--- src/bus_setup_defs.svh ---
`ifndef BUS_SETUP_DEFS_SVH
`define BUS_SETUP_DEFS_SVH

`define INT_MASTER_COUNT 2      // internal masters, sequencing is built for two
`define DATA_WIDTH 16
`define ADDR_WIDTH 12
`define BANK_DEPTH 16           // externally entered words per master

// configuration slot length in clock cycles
`define SLOT_CYCLES 2

`define SLAVE1_DEPTH 4096
`define SLAVE2_DEPTH 4096
`define SLAVE3_DEPTH 2048

// gap between the two communication starts, 0 starts both together
`define COM_START_DELAY 0
`define FIRST_START_MASTER 0

`endif
--- src/bus_setup_pkg.sv ---
`default_nettype none

`include "bus_setup_defs.svh"

package bus_setup_pkg;

    typedef enum logic [3:0] {
        slave_sel,
        rw_sel,
        ext_sel,
        fill_m1,
        fill_m2,
        fill_m12,       // M1 bank first, then M2
        start_m1,
        start_m2,
        len_m1,
        len_m2,
        configure,
        ready,
        communicating,
        com_done
    } main_state_t;

    typedef enum logic [1:0] {
        conf_start,
        conf_middle,
        conf_last,
        conf_done
    } config_state_t;

    // the switch bank means something different in each setup step
    typedef union packed {
        struct packed {
            logic [17-2*`INT_MASTER_COUNT:0]   pad;
            logic [`INT_MASTER_COUNT-1:0][1:0] slave_id;   // two bits per master
        } pair;
        struct packed {
            logic [17-`INT_MASTER_COUNT:0] pad;
            logic [`INT_MASTER_COUNT-1:0]  bits;    // one bit per master, or the bank code
        } flag;
        struct packed {
            logic [17-`DATA_WIDTH:0] pad;
            logic [`DATA_WIDTH-1:0]  word;    // data, address and length entry
        } value;
    } sw_word_u;

    typedef struct packed {
        logic                   burst;
        logic                   rd_wr;
        logic                   in_ex;
        logic [1:0]             slave_id;   // 0 means no slave
        logic [`ADDR_WIDTH-1:0] address;
        logic [`DATA_WIDTH-1:0] data;
        logic                   start;
        logic                   eoc;
    } master_cmd_t;

endpackage

`default_nettype wire

--- src/bus_setup_top.sv ---
`timescale 1ns/1ps
`default_nettype none

`include "bus_setup_defs.svh"

module bus_setup_top (
    input  logic                                               clk,
    input  logic                                               rstN,
    input  logic                                               step,
    input  logic                                               next_addr,
    input  bus_setup_pkg::sw_word_u                            sw,
    input  logic [`INT_MASTER_COUNT-1:0]                       done_com,
    output bus_setup_pkg::master_cmd_t [`INT_MASTER_COUNT-1:0] cmd,
    output logic [3:0]                                         status
);

    logic [`INT_MASTER_COUNT-1:0]                        bank_wr;
    logic                                                fill_clear;
    logic                                                cfg_go;
    logic                                                cfg_done;
    logic [`INT_MASTER_COUNT-1:0][`ADDR_WIDTH-1:0]       first_addr;
    logic [`INT_MASTER_COUNT-1:0][`ADDR_WIDTH-1:0]       last_addr;
    logic [`INT_MASTER_COUNT-1:0]                        in_ex;
    logic [`INT_MASTER_COUNT-1:0]                        burst;
    logic [`INT_MASTER_COUNT-1:0][$clog2(`BANK_DEPTH):0] wr_count;
    logic [$clog2(`INT_MASTER_COUNT)-1:0]                rd_master;
    logic [$clog2(`BANK_DEPTH)-1:0]                      rd_index;
    logic [`DATA_WIDTH-1:0]                              rd_word;
    logic [`INT_MASTER_COUNT-1:0]                        cfg_start;
    logic [`INT_MASTER_COUNT-1:0][`ADDR_WIDTH-1:0]       cfg_address;
    logic [`INT_MASTER_COUNT-1:0][`DATA_WIDTH-1:0]       cfg_data;

    setup_fsm u_setup_fsm (
        .clk         (clk),
        .rstN        (rstN),
        .step        (step),
        .sw          (sw),
        .done_com    (done_com),
        .burst       (burst),
        .cfg_done    (cfg_done),
        .cfg_start   (cfg_start),
        .cfg_address (cfg_address),
        .cfg_data    (cfg_data),
        .bank_wr     (bank_wr),
        .fill_clear  (fill_clear),
        .cfg_go      (cfg_go),
        .first_addr  (first_addr),
        .last_addr   (last_addr),
        .in_ex       (in_ex),
        .cmd         (cmd),
        .status      (status)
    );

    data_bank u_data_bank (
        .clk        (clk),
        .rstN       (rstN),
        .bank_wr    (bank_wr),
        .fill_clear (fill_clear),
        .next_addr  (next_addr),
        .value      (sw.value.word),
        .rd_master  (rd_master),
        .rd_index   (rd_index),
        .rd_word    (rd_word),
        .wr_count   (wr_count),
        .burst      (burst)
    );

    config_sequencer u_config_sequencer (
        .clk         (clk),
        .rstN        (rstN),
        .go          (cfg_go),
        .first_addr  (first_addr),
        .last_addr   (last_addr),
        .in_ex       (in_ex),
        .wr_count    (wr_count),
        .rd_word     (rd_word),
        .rd_master   (rd_master),
        .rd_index    (rd_index),
        .cfg_start   (cfg_start),
        .cfg_address (cfg_address),
        .cfg_data    (cfg_data),
        .cfg_done    (cfg_done)
    );

endmodule

`default_nettype wire

--- src/setup_fsm.sv ---
`timescale 1ns/1ps
`default_nettype none

`include "bus_setup_defs.svh"

module setup_fsm (
    input  logic                                          clk,
    input  logic                                          rstN,
    input  logic                                          step,
    input  bus_setup_pkg::sw_word_u                       sw,
    input  logic [`INT_MASTER_COUNT-1:0]                  done_com,
    input  logic [`INT_MASTER_COUNT-1:0]                  burst,
    input  logic                                          cfg_done,
    input  logic [`INT_MASTER_COUNT-1:0]                  cfg_start,
    input  logic [`INT_MASTER_COUNT-1:0][`ADDR_WIDTH-1:0] cfg_address,
    input  logic [`INT_MASTER_COUNT-1:0][`DATA_WIDTH-1:0] cfg_data,
    output logic [`INT_MASTER_COUNT-1:0]                  bank_wr,
    output logic                                          fill_clear,
    output logic                                          cfg_go,
    output logic [`INT_MASTER_COUNT-1:0][`ADDR_WIDTH-1:0] first_addr,
    output logic [`INT_MASTER_COUNT-1:0][`ADDR_WIDTH-1:0] last_addr,
    output logic [`INT_MASTER_COUNT-1:0]                  in_ex,
    output bus_setup_pkg::master_cmd_t [`INT_MASTER_COUNT-1:0] cmd,
    output logic [3:0]                                    status
);

    import bus_setup_pkg::*;

    localparam int DLY_W = ($clog2(`COM_START_DELAY + 1) > 0) ? $clog2(`COM_START_DELAY + 1) : 1;

    main_state_t                         state;
    main_state_t                         state_nx;
    logic [`INT_MASTER_COUNT-1:0][1:0]   slave_id;
    logic [`INT_MASTER_COUNT-1:0]        rd_wr;
    logic [`INT_MASTER_COUNT-1:0]        eoc;
    logic [`INT_MASTER_COUNT-1:0]        start_com;   // launch pulses
    logic [`INT_MASTER_COUNT-1:0]        seen_done;
    logic [`INT_MASTER_COUNT-1:0]        got_done;
    logic [`INT_MASTER_COUNT-1:0]        no_peer;     // master with no slave selected
    logic [DLY_W-1:0]                    dly_cnt;
    logic                                both_started;
    logic                                no_slave;
    logic [`ADDR_WIDTH-1:0]              sw_addr;

    // end of the burst, kept inside the selected slave
    function automatic logic [`ADDR_WIDTH-1:0] clamp_last(
        input logic [`ADDR_WIDTH-1:0] first,
        input logic [`ADDR_WIDTH-1:0] len,
        input logic [1:0]             sid
    );
        logic [`ADDR_WIDTH:0] sum;
        logic [`ADDR_WIDTH:0] depth;
        logic [`ADDR_WIDTH:0] lim;
        sum = first + len;
        case (sid)
            2'd2:    depth = (`ADDR_WIDTH+1)'(`SLAVE2_DEPTH);
            2'd3:    depth = (`ADDR_WIDTH+1)'(`SLAVE3_DEPTH);
            default: depth = (`ADDR_WIDTH+1)'(`SLAVE1_DEPTH);
        endcase
        lim = (sum >= depth) ? depth - 1'b1 : sum;
        return lim[`ADDR_WIDTH-1:0];
    endfunction

    assign sw_addr  = sw.value.word[`ADDR_WIDTH-1:0];
    assign no_slave = (sw.pair.slave_id == '0);
    assign got_done = seen_done | done_com;

    always_comb begin
        for (int m = 0; m < `INT_MASTER_COUNT; m++) begin
            no_peer[m] = (slave_id[m] == 2'd0);
        end
    end

    always_comb begin
        state_nx = state;
        case (state)
            slave_sel: if (step) state_nx = no_slave ? com_done : rw_sel;
            rw_sel:    if (step) state_nx = ext_sel;
            ext_sel: begin
                if (step) begin
                    case (sw.flag.bits)
                        2'b01:   state_nx = fill_m1;
                        2'b10:   state_nx = fill_m2;
                        2'b11:   state_nx = fill_m12;
                        default: state_nx = start_m1;   // no external writes
                    endcase
                end
            end
            fill_m12:         if (step) state_nx = fill_m2;
            fill_m1, fill_m2: if (step) state_nx = start_m1;
            start_m1:         if (step) state_nx = start_m2;
            start_m2:         if (step) state_nx = len_m1;
            len_m1:           if (step) state_nx = len_m2;
            len_m2:           if (step) state_nx = configure;
            configure:        if (cfg_done) state_nx = ready;
            ready:            if (step) state_nx = communicating;
            communicating:    if (&(got_done | no_peer)) state_nx = com_done;
            default: ;        // com_done holds until reset
        endcase
    end

    always_ff @(posedge clk or negedge rstN) begin
        if (!rstN) begin
            state        <= slave_sel;
            slave_id     <= '0;
            rd_wr        <= '0;
            in_ex        <= '0;
            first_addr   <= '0;
            last_addr    <= '0;
            eoc          <= '0;
            start_com    <= '0;
            seen_done    <= '0;
            dly_cnt      <= '0;
            both_started <= 1'b0;
        end else begin
            state     <= state_nx;
            eoc       <= {`INT_MASTER_COUNT{state == slave_sel && step && no_slave}};
            start_com <= '0;
            case (state)
                slave_sel: slave_id      <= sw.pair.slave_id;
                rw_sel:    rd_wr         <= sw.flag.bits;
                ext_sel:   in_ex         <= sw.flag.bits;
                start_m1:  first_addr[0] <= sw_addr;
                start_m2:  first_addr[1] <= sw_addr;
                len_m1:    last_addr[0]  <= clamp_last(first_addr[0], sw_addr, slave_id[0]);
                len_m2:    last_addr[1]  <= clamp_last(first_addr[1], sw_addr, slave_id[1]);
                ready: begin
                    if (step && `COM_START_DELAY == 0) begin
                        start_com    <= '1;
                        both_started <= 1'b1;
                    end else if (step) begin
                        start_com[`FIRST_START_MASTER] <= 1'b1;
                    end
                end
                communicating: begin
                    seen_done <= got_done;  // strobes are remembered
                    if (!both_started) begin
                        dly_cnt <= dly_cnt + 1'b1;
                        if (dly_cnt == DLY_W'(`COM_START_DELAY)) begin
                            start_com[1 - `FIRST_START_MASTER] <= 1'b1;
                            both_started <= 1'b1;
                        end
                    end
                end
                default: ;
            endcase
        end
    end

    assign bank_wr[0] = (state == fill_m1) || (state == fill_m12);
    assign bank_wr[1] = (state == fill_m2);
    assign fill_clear = step && (|bank_wr);
    assign cfg_go     = step && (state == len_m2);

    // sequencer owns start, address and data while configuring
    always_comb begin
        for (int m = 0; m < `INT_MASTER_COUNT; m++) begin
            cmd[m].burst    = burst[m];
            cmd[m].rd_wr    = rd_wr[m];
            cmd[m].in_ex    = in_ex[m];
            cmd[m].slave_id = slave_id[m];
            cmd[m].eoc      = eoc[m];
            cmd[m].start    = start_com[m];
            cmd[m].address  = (state == com_done) ? sw_addr : '0;   // read back after the run
            cmd[m].data     = '0;
            if (state == configure) begin
                cmd[m].start   = cfg_start[m];
                cmd[m].address = cfg_address[m];
                cmd[m].data    = cfg_data[m];
            end
        end
    end

    assign status[0] = !(state inside {ready, communicating, com_done});   // still in setup
    assign status[1] = (state == ready);
    assign status[2] = (state == com_done);
    assign status[3] = (state == communicating);

endmodule

`default_nettype wire

--- src/config_sequencer.sv ---
`timescale 1ns/1ps
`default_nettype none

`include "bus_setup_defs.svh"

module config_sequencer (
    input  logic                                                clk,
    input  logic                                                rstN,
    input  logic                                                go,
    input  logic [`INT_MASTER_COUNT-1:0][`ADDR_WIDTH-1:0]       first_addr,
    input  logic [`INT_MASTER_COUNT-1:0][`ADDR_WIDTH-1:0]       last_addr,
    input  logic [`INT_MASTER_COUNT-1:0]                        in_ex,
    input  logic [`INT_MASTER_COUNT-1:0][$clog2(`BANK_DEPTH):0] wr_count,
    input  logic [`DATA_WIDTH-1:0]                              rd_word,
    output logic [$clog2(`INT_MASTER_COUNT)-1:0]                rd_master,
    output logic [$clog2(`BANK_DEPTH)-1:0]                      rd_index,
    output logic [`INT_MASTER_COUNT-1:0]                        cfg_start,
    output logic [`INT_MASTER_COUNT-1:0][`ADDR_WIDTH-1:0]       cfg_address,
    output logic [`INT_MASTER_COUNT-1:0][`DATA_WIDTH-1:0]       cfg_data,
    output logic                                                cfg_done
);

    import bus_setup_pkg::*;

    localparam int IDX_W = $clog2(`BANK_DEPTH);
    localparam int CNT_W = IDX_W + 1;
    localparam int CYC_W = ($clog2(`SLOT_CYCLES) > 0) ? $clog2(`SLOT_CYCLES) : 1;

    config_state_t                       state;
    logic [$clog2(`INT_MASTER_COUNT)-1:0] master;
    logic [CYC_W-1:0]                    cyc;         // cycle inside the slot
    logic [CNT_W-1:0]                    word;        // slot index of the current master
    logic [CNT_W-1:0]                    slots;
    logic [CNT_W-1:0]                    last_word;
    logic                                slot_end;

    // external writes play one slot per word, anything else gets first and last only
    always_comb begin
        slots = CNT_W'(2);
        if (in_ex[master] && wr_count[master] >= 2) begin
            slots = wr_count[master];
        end
        last_word = (wr_count[master] == '0) ? '0 : wr_count[master] - 1'b1;
    end

    assign slot_end = (cyc == CYC_W'(`SLOT_CYCLES - 1));

    always_ff @(posedge clk or negedge rstN) begin
        if (!rstN) begin
            state  <= conf_done;    // idle until the main FSM sends go
            master <= '0;
            cyc    <= '0;
            word   <= '0;
        end else if (go) begin
            state  <= conf_start;
            master <= '0;
            cyc    <= '0;
            word   <= '0;
        end else if (state != conf_done) begin
            cyc <= slot_end ? '0 : cyc + 1'b1;
            if (slot_end) begin
                word <= word + 1'b1;
                case (state)
                    conf_start: state <= (slots > 2) ? conf_middle : conf_last;
                    conf_middle: begin
                        if (word == slots - 2) begin
                            state <= conf_last;
                        end
                    end
                    conf_last: begin
                        word <= '0;
                        if (master == `INT_MASTER_COUNT - 1) begin
                            state <= conf_done;
                        end else begin
                            master <= master + 1'b1;
                            state  <= conf_start;
                        end
                    end
                    default: state <= conf_done;
                endcase
            end
        end
    end

    assign rd_master = master;
    assign rd_index  = (word > last_word) ? last_word[IDX_W-1:0] : word[IDX_W-1:0];
    assign cfg_done  = (state == conf_done);

    // only the master under configuration sees a slot stream
    always_comb begin
        cfg_start   = '0;
        cfg_address = '0;
        cfg_data    = '0;
        if (state != conf_done) begin
            cfg_start[master]   = (cyc == '0) && (state == conf_start || state == conf_last);
            cfg_address[master] = (state == conf_start) ? first_addr[master] : last_addr[master];
            cfg_data[master]    = rd_word;
        end
    end

endmodule

`default_nettype wire

--- src/data_bank.sv ---
`timescale 1ns/1ps
`default_nettype none

`include "bus_setup_defs.svh"

module data_bank (
    input  logic                                                clk,
    input  logic                                                rstN,
    input  logic [`INT_MASTER_COUNT-1:0]                        bank_wr,
    input  logic                                                fill_clear,
    input  logic                                                next_addr,
    input  logic [`DATA_WIDTH-1:0]                              value,
    input  logic [$clog2(`INT_MASTER_COUNT)-1:0]                rd_master,
    input  logic [$clog2(`BANK_DEPTH)-1:0]                      rd_index,
    output logic [`DATA_WIDTH-1:0]                              rd_word,
    output logic [`INT_MASTER_COUNT-1:0][$clog2(`BANK_DEPTH):0] wr_count,
    output logic [`INT_MASTER_COUNT-1:0]                        burst
);

    localparam int IDX_W = $clog2(`BANK_DEPTH);

    logic [`DATA_WIDTH-1:0] mem [`INT_MASTER_COUNT][`BANK_DEPTH];
    logic [IDX_W-1:0]       fill_ptr;   // shared, only one bank fills at a time

    // the current slot follows the switches until next_addr moves on
    always_ff @(posedge clk) begin
        for (int m = 0; m < `INT_MASTER_COUNT; m++) begin
            if (bank_wr[m]) begin
                mem[m][fill_ptr] <= value;
            end
        end
    end

    always_ff @(posedge clk or negedge rstN) begin
        if (!rstN) begin
            fill_ptr <= '0;
            wr_count <= '0;
            burst    <= '0;
        end else if (fill_clear) begin
            fill_ptr <= '0;                 // next bank starts at word 0
        end else if (next_addr && |bank_wr) begin
            fill_ptr <= fill_ptr + 1'b1;
            for (int m = 0; m < `INT_MASTER_COUNT; m++) begin
                if (bank_wr[m]) begin
                    burst[m] <= 1'b1;
                    if (wr_count[m] != `BANK_DEPTH) begin
                        wr_count[m] <= wr_count[m] + 1'b1;  // saturates at bank depth
                    end
                end
            end
        end
    end

    assign rd_word = mem[rd_master][rd_index];

endmodule

`default_nettype wire

--- config.mk ---
export PLATFORM = sky130hd
export DESIGN_NAME = bus_setup_top
export DESIGN_NICKNAME = d
export VERILOG_FILES = /design/src/bus_setup_pkg.sv /design/src/bus_setup_top.sv /design/src/setup_fsm.sv /design/src/config_sequencer.sv /design/src/data_bank.sv
export VERILOG_INCLUDE_DIRS = /design/src
export SDC_FILE = /design/constraint.sdc
export NUM_CORES = 1
export LEC_CHECK = 0
export BUFFER_PORTS_ARGS = -buffer_cell sky130_fd_sc_hd__buf_2
export CAP_MARGIN = 40
export CORE_MARGIN = 2
export CORE_UTILIZATION = 46
export DETAILED_ROUTE_END_ITERATION = 6
export PLACE_DENSITY = 0.62
export REMOVE_ABC_BUFFERS = 1
export SLEW_MARGIN = 20
export SYNTH_ARGS = -nofsm -noshare
export SYNTH_HDL_FRONTEND = slang
export SYNTH_SLANG_ARGS = --single-unit
--- constraint.sdc ---
create_clock -name clk -period 14.99 [get_ports clk]
set_input_delay 2.998 -clock clk [delete_from_list [all_inputs] [get_ports clk]]
set_output_delay 2.998 -clock clk [all_outputs]
set_load 0.005 [all_outputs]
==> results by group <==
Logic synthesis
  – Commonest cells post-synth: edfxtp_1, mux2i_1, nand2_1
  – Register area share after synthesis: 64.47%
  – Dominant cell type by area after synthesis: edfxtp_1
  – Area share of the largest cell type after synthesis: 56.06%
  – Syn Inst Count: between 1,500 and 2,000
  – EDFF count, synth: 512
  – Ys async rst share: 15.23%
  – Synth Warn #: 0
  – Syn_area_per_cell: 14.79 um2
  – Synth Register Bits: 604
  – Cell Area, Synth: 0.02742 mm2
  – Most used DFF post-synth: edfxtp_1
  – Synth cell types: 69
  – Synth top area cells: edfxtp_1, dfrtp_1, mux2i_1, mux4_2, ha_1
  – Top-count cell post-synth: edfxtp_1

Global route
  – Global routing usage on met1: 31.92%
  – Pin count of the biggest net entering global routing: 128
  – M2 GR Usage: 36.64%
  – Grt total ovfl: 0
  – Total Routing Usage GR: between 20% and 30%
  – Most used routing layer: met2
  – Number of global-route vias before repair: 16,360
  – First-pass GRT wire length: approximately 100 mm
  – Initial antenna violation count: 0
  – GR Util met3: 3.426%

Drt
  – DR WL/cell: 24.70 um
  – Drt total wl: 69.60 mm
  – DRT iter0 DRCs: 1,367
  – Post-route ant nets: 0
  – Via/cell ratio: 5.929
  – Detailed-route DRC error count: 0
  – Via Count: 16,710
  – Drt pass-1 iters: 5

Finish
  – Area growth syn-to-layout: 15.16%
  – Share of cells above drive strength 1: 20.20%
  – Design Area, Final: approximately 0.032 mm2
  – Core Util, Final: 53.51%
  – Final net count: 2,068
  – Ant diodes: 0

Placed design
  – Post-DP Area: slightly below 0.03 mm2
  – Final RePlAce weighted congestion: 0.8543
  – Port Buf Inserts: between 90 and 100
  – Post-DP HPWL: 44.13 mm

Power and ir drop
  – Comb pwr share: 46.1%
  – Reg power frac: 30.6%
  – Total design power: 6.592 mW
  – Clk pwr share: a little under a quarter
  – Switch Pwr: 2.527 mW
  – Leakage: 11.43 nW
  – PwrDens: 208.7 mW/mm2
  – Peak supply drop: 0.2383 mV
  – Internal: between 4 and 5 mW
  – Sw Share: roughly two fifths

Flow run
  – Max Cap Violations: 0

Critical path
  – Worst r2r src: u_setup_fsm.first_addr[12]
  – CP arrival: 7.30 ns
  – R2R Setup Slk: 10.77 ns
  – Reg2Reg Capture Point: u_setup_fsm.last_addr[23]
  – Worst-path fanout max: 62
  – CP Data Required Time: 11.99 ns
  – Crit start category: register
  – Worst setup EP type: output pin
  – Critical path type: register to output pin
  – Worst R2R Path Depth: 18

Timing
  – Fin. max-slew vios: 0
  – Fin Setup TNS: 0 ns
  – Hold violation count in the final report: 0
  – Final min period: between 10 and 15 ns
  – Rel. slew slack: 20.59%
  – RSZ-0062 raised after global routing: false
  – Slew @ Worst Pin: between 1 and 1.5 ns
  – Fmax achieved: 97.08 MHz
  – Skew final: 0.02255 ns
  – Endpoints failing setup: 0
  – Final Hold Slack: 0.4623 ns
  – Crit share post-route: 68.72%

Clock tree
  – H-tree depth: 2
  – Num CTS Buffers: 60
  – CTS tree: yes
  – Sinks on Clock Net: 604
  – Clock buffer depth: 3
  – Hold buffer count at cts: 0
  – Clk_lat worst skew: 0.62 ns
  – Clk pin slew, worst setup/hold paths: 0.06 ns
  – Clk root buf: clkbuf_16
  – Post CTS Setup Buffer Count: 0
  – # resized after CTS: 0

Floorplan
  – Placeable Area: 0.05902 mm2
  – Row cnt: 89
  – Initial Util: 46.47%
  – DIE WIDTH: roughly 250 um
  – Die Area: 0.06159 mm2
  – Die Span Y: 248.2 um
  – I/O pin cnt: 98

Hold path
  – Hold endpoint: u_setup_fsm.seen_done[0]
  – Hold crit path type: register to register
  – Start point of the worst min-delay path: u_setup_fsm.seen_done[0]
  – WHS Path Cells: 1

Status
  – Status: complete, no violations
cell families after synthesis:
| logic type | Yosys count | share of synthesized area, % |
|---|---|---|
| DFF | 604 | 64.47 |
| and+or+nand+nor | 444 | 8.016 |
| muxes | 313 | 15.22 |
| AOI/OAI and AO/OA | 283 | 7.013 |
| buffers and inverters | 131 | 2.049 |
| adders and majority gates | 48 | 2.245 |
| xor gates and xnor gates | 31 | 0.9901 |
power groups by stage:
stage                     Sequential [mW]  Combinational, mW  Clock, mW
after detailed placement             2.05               3.06          0
after global routing                 2.03               3.25       1.62
after global placement               2.05               2.97          0
after CTS                            2.02               3.07       1.56
after floorplan                      2.15               1.95          0
final                                2.02               3.04       1.53
state kept, by name, indices dropped and copies added, names as in the netlist:
name	cells
u_setup_fsm.both_started	1
u_setup_fsm.eoc	1
u_setup_fsm.start_com	2
u_config_sequencer.state	2
u_setup_fsm.state	4
u_data_bank.mem	512
u_data_bank.burst	2
u_data_bank.fill_ptr	4
u_setup_fsm.seen_done	2
u_config_sequencer.word	5
u_setup_fsm.cmd	4
u_config_sequencer.rd_master	1
u_setup_fsm.dly_cnt	1
u_data_bank.wr_count	10
u_setup_fsm.last_addr	24
u_setup_fsm.rd_wr	2
u_setup_fsm.first_addr	24
u_setup_fsm.in_ex	2
u_config_sequencer.cyc	1
final cells by class:
class / count / area (um2)
Tap cell: 773 / 967.2
Clock inverter: 29 / 312.8
Multi-Input combinational cell: 1119 / 9254
Clock buffer: 82 / 1708
Sequential cell: 604 / 17680
Inverter: 30 / 112.6
Timing Repair Buffer: 181 / 1541
Fill cell: 4760 / 27440
placed cells by master, fill, tap and decap left out, types with 8 or more instances in the layout:
cell type	count
clkbuf_16	63
ha_1	46
o21ai_0	49
nor4_1	22
nor2_1	67
inv_1	30
a21oi_1	70
and2_1	71
xor2_1	13
a211oi_1	34
edfxtp_1	512
buf_4	37
dfrtp_1	88
xnor2_1	18
buf_2	95
mux2i_1	193
o21a_1	11
nand2b_1	19
mux2_2	38
nor2b_1	9
clkinv_2	10
o22a_1	18
o22ai_1	19
nor3_1	26
clkbuf_1	13
a221o_1	15
buf_8	30
nand4_1	8
nand2_1	143
mux4_2	79
nand3_1	45
layer usage:
metal | part of all wire, % | vias to the layer above
met4 | 3.1 | 0
met2 | 48 | 494
met1 | 44 | 8602
met3 | 5.2 | 102
met5 | 0 | -
li1 | - | 7511
through the flow:
step                cells  worst slack (ns)
floorplan            1753            -3.855
global placement     2657             4.662
detailed placement   2703             5.158
CTS                  2814             4.493
global route         2818             4.249
finish               2818             4.689
worst max path at each step:
stage | from | slack [ns] | end
floorplan | u_config_sequencer.rd_master | -3.85 | cmd[16]
global placement | u_config_sequencer.rd_master | 4.66 | cmd[11]
detailed placement | u_config_sequencer.rd_master | 5.16 | cmd[11]
CTS | u_config_sequencer.rd_master | 4.49 | cmd[11]
global route | u_config_sequencer.rd_master | 4.25 | cmd[11]
finish | u_config_sequencer.rd_master | 4.69 | cmd[11]
worst max-delay path, cell delays in order (launching register included):
cell and delay, ns:
dfrtp_4 0.43, buf_4 0.38, buf_16 0.28, nand2_1 0.08
o21a_1 0.19, ha_1 0.26, o21ai_2 0.07, buf_4 0.42
and2_1 0.20, buf_4 0.29, ha_1 0.29, and3_1 0.19
a31oi_4 0.40, buf_4 0.63, mux2i_4 0.32, buf_4 0.64
a211oi_1 0.20, a2111oi_1 0.53, clkdlybuf4s15_2 0.32, nor4_1 0.12
and2_1 0.21, buf_2 0.12
No activity file was read; power rests on OpenSTA's default activity.
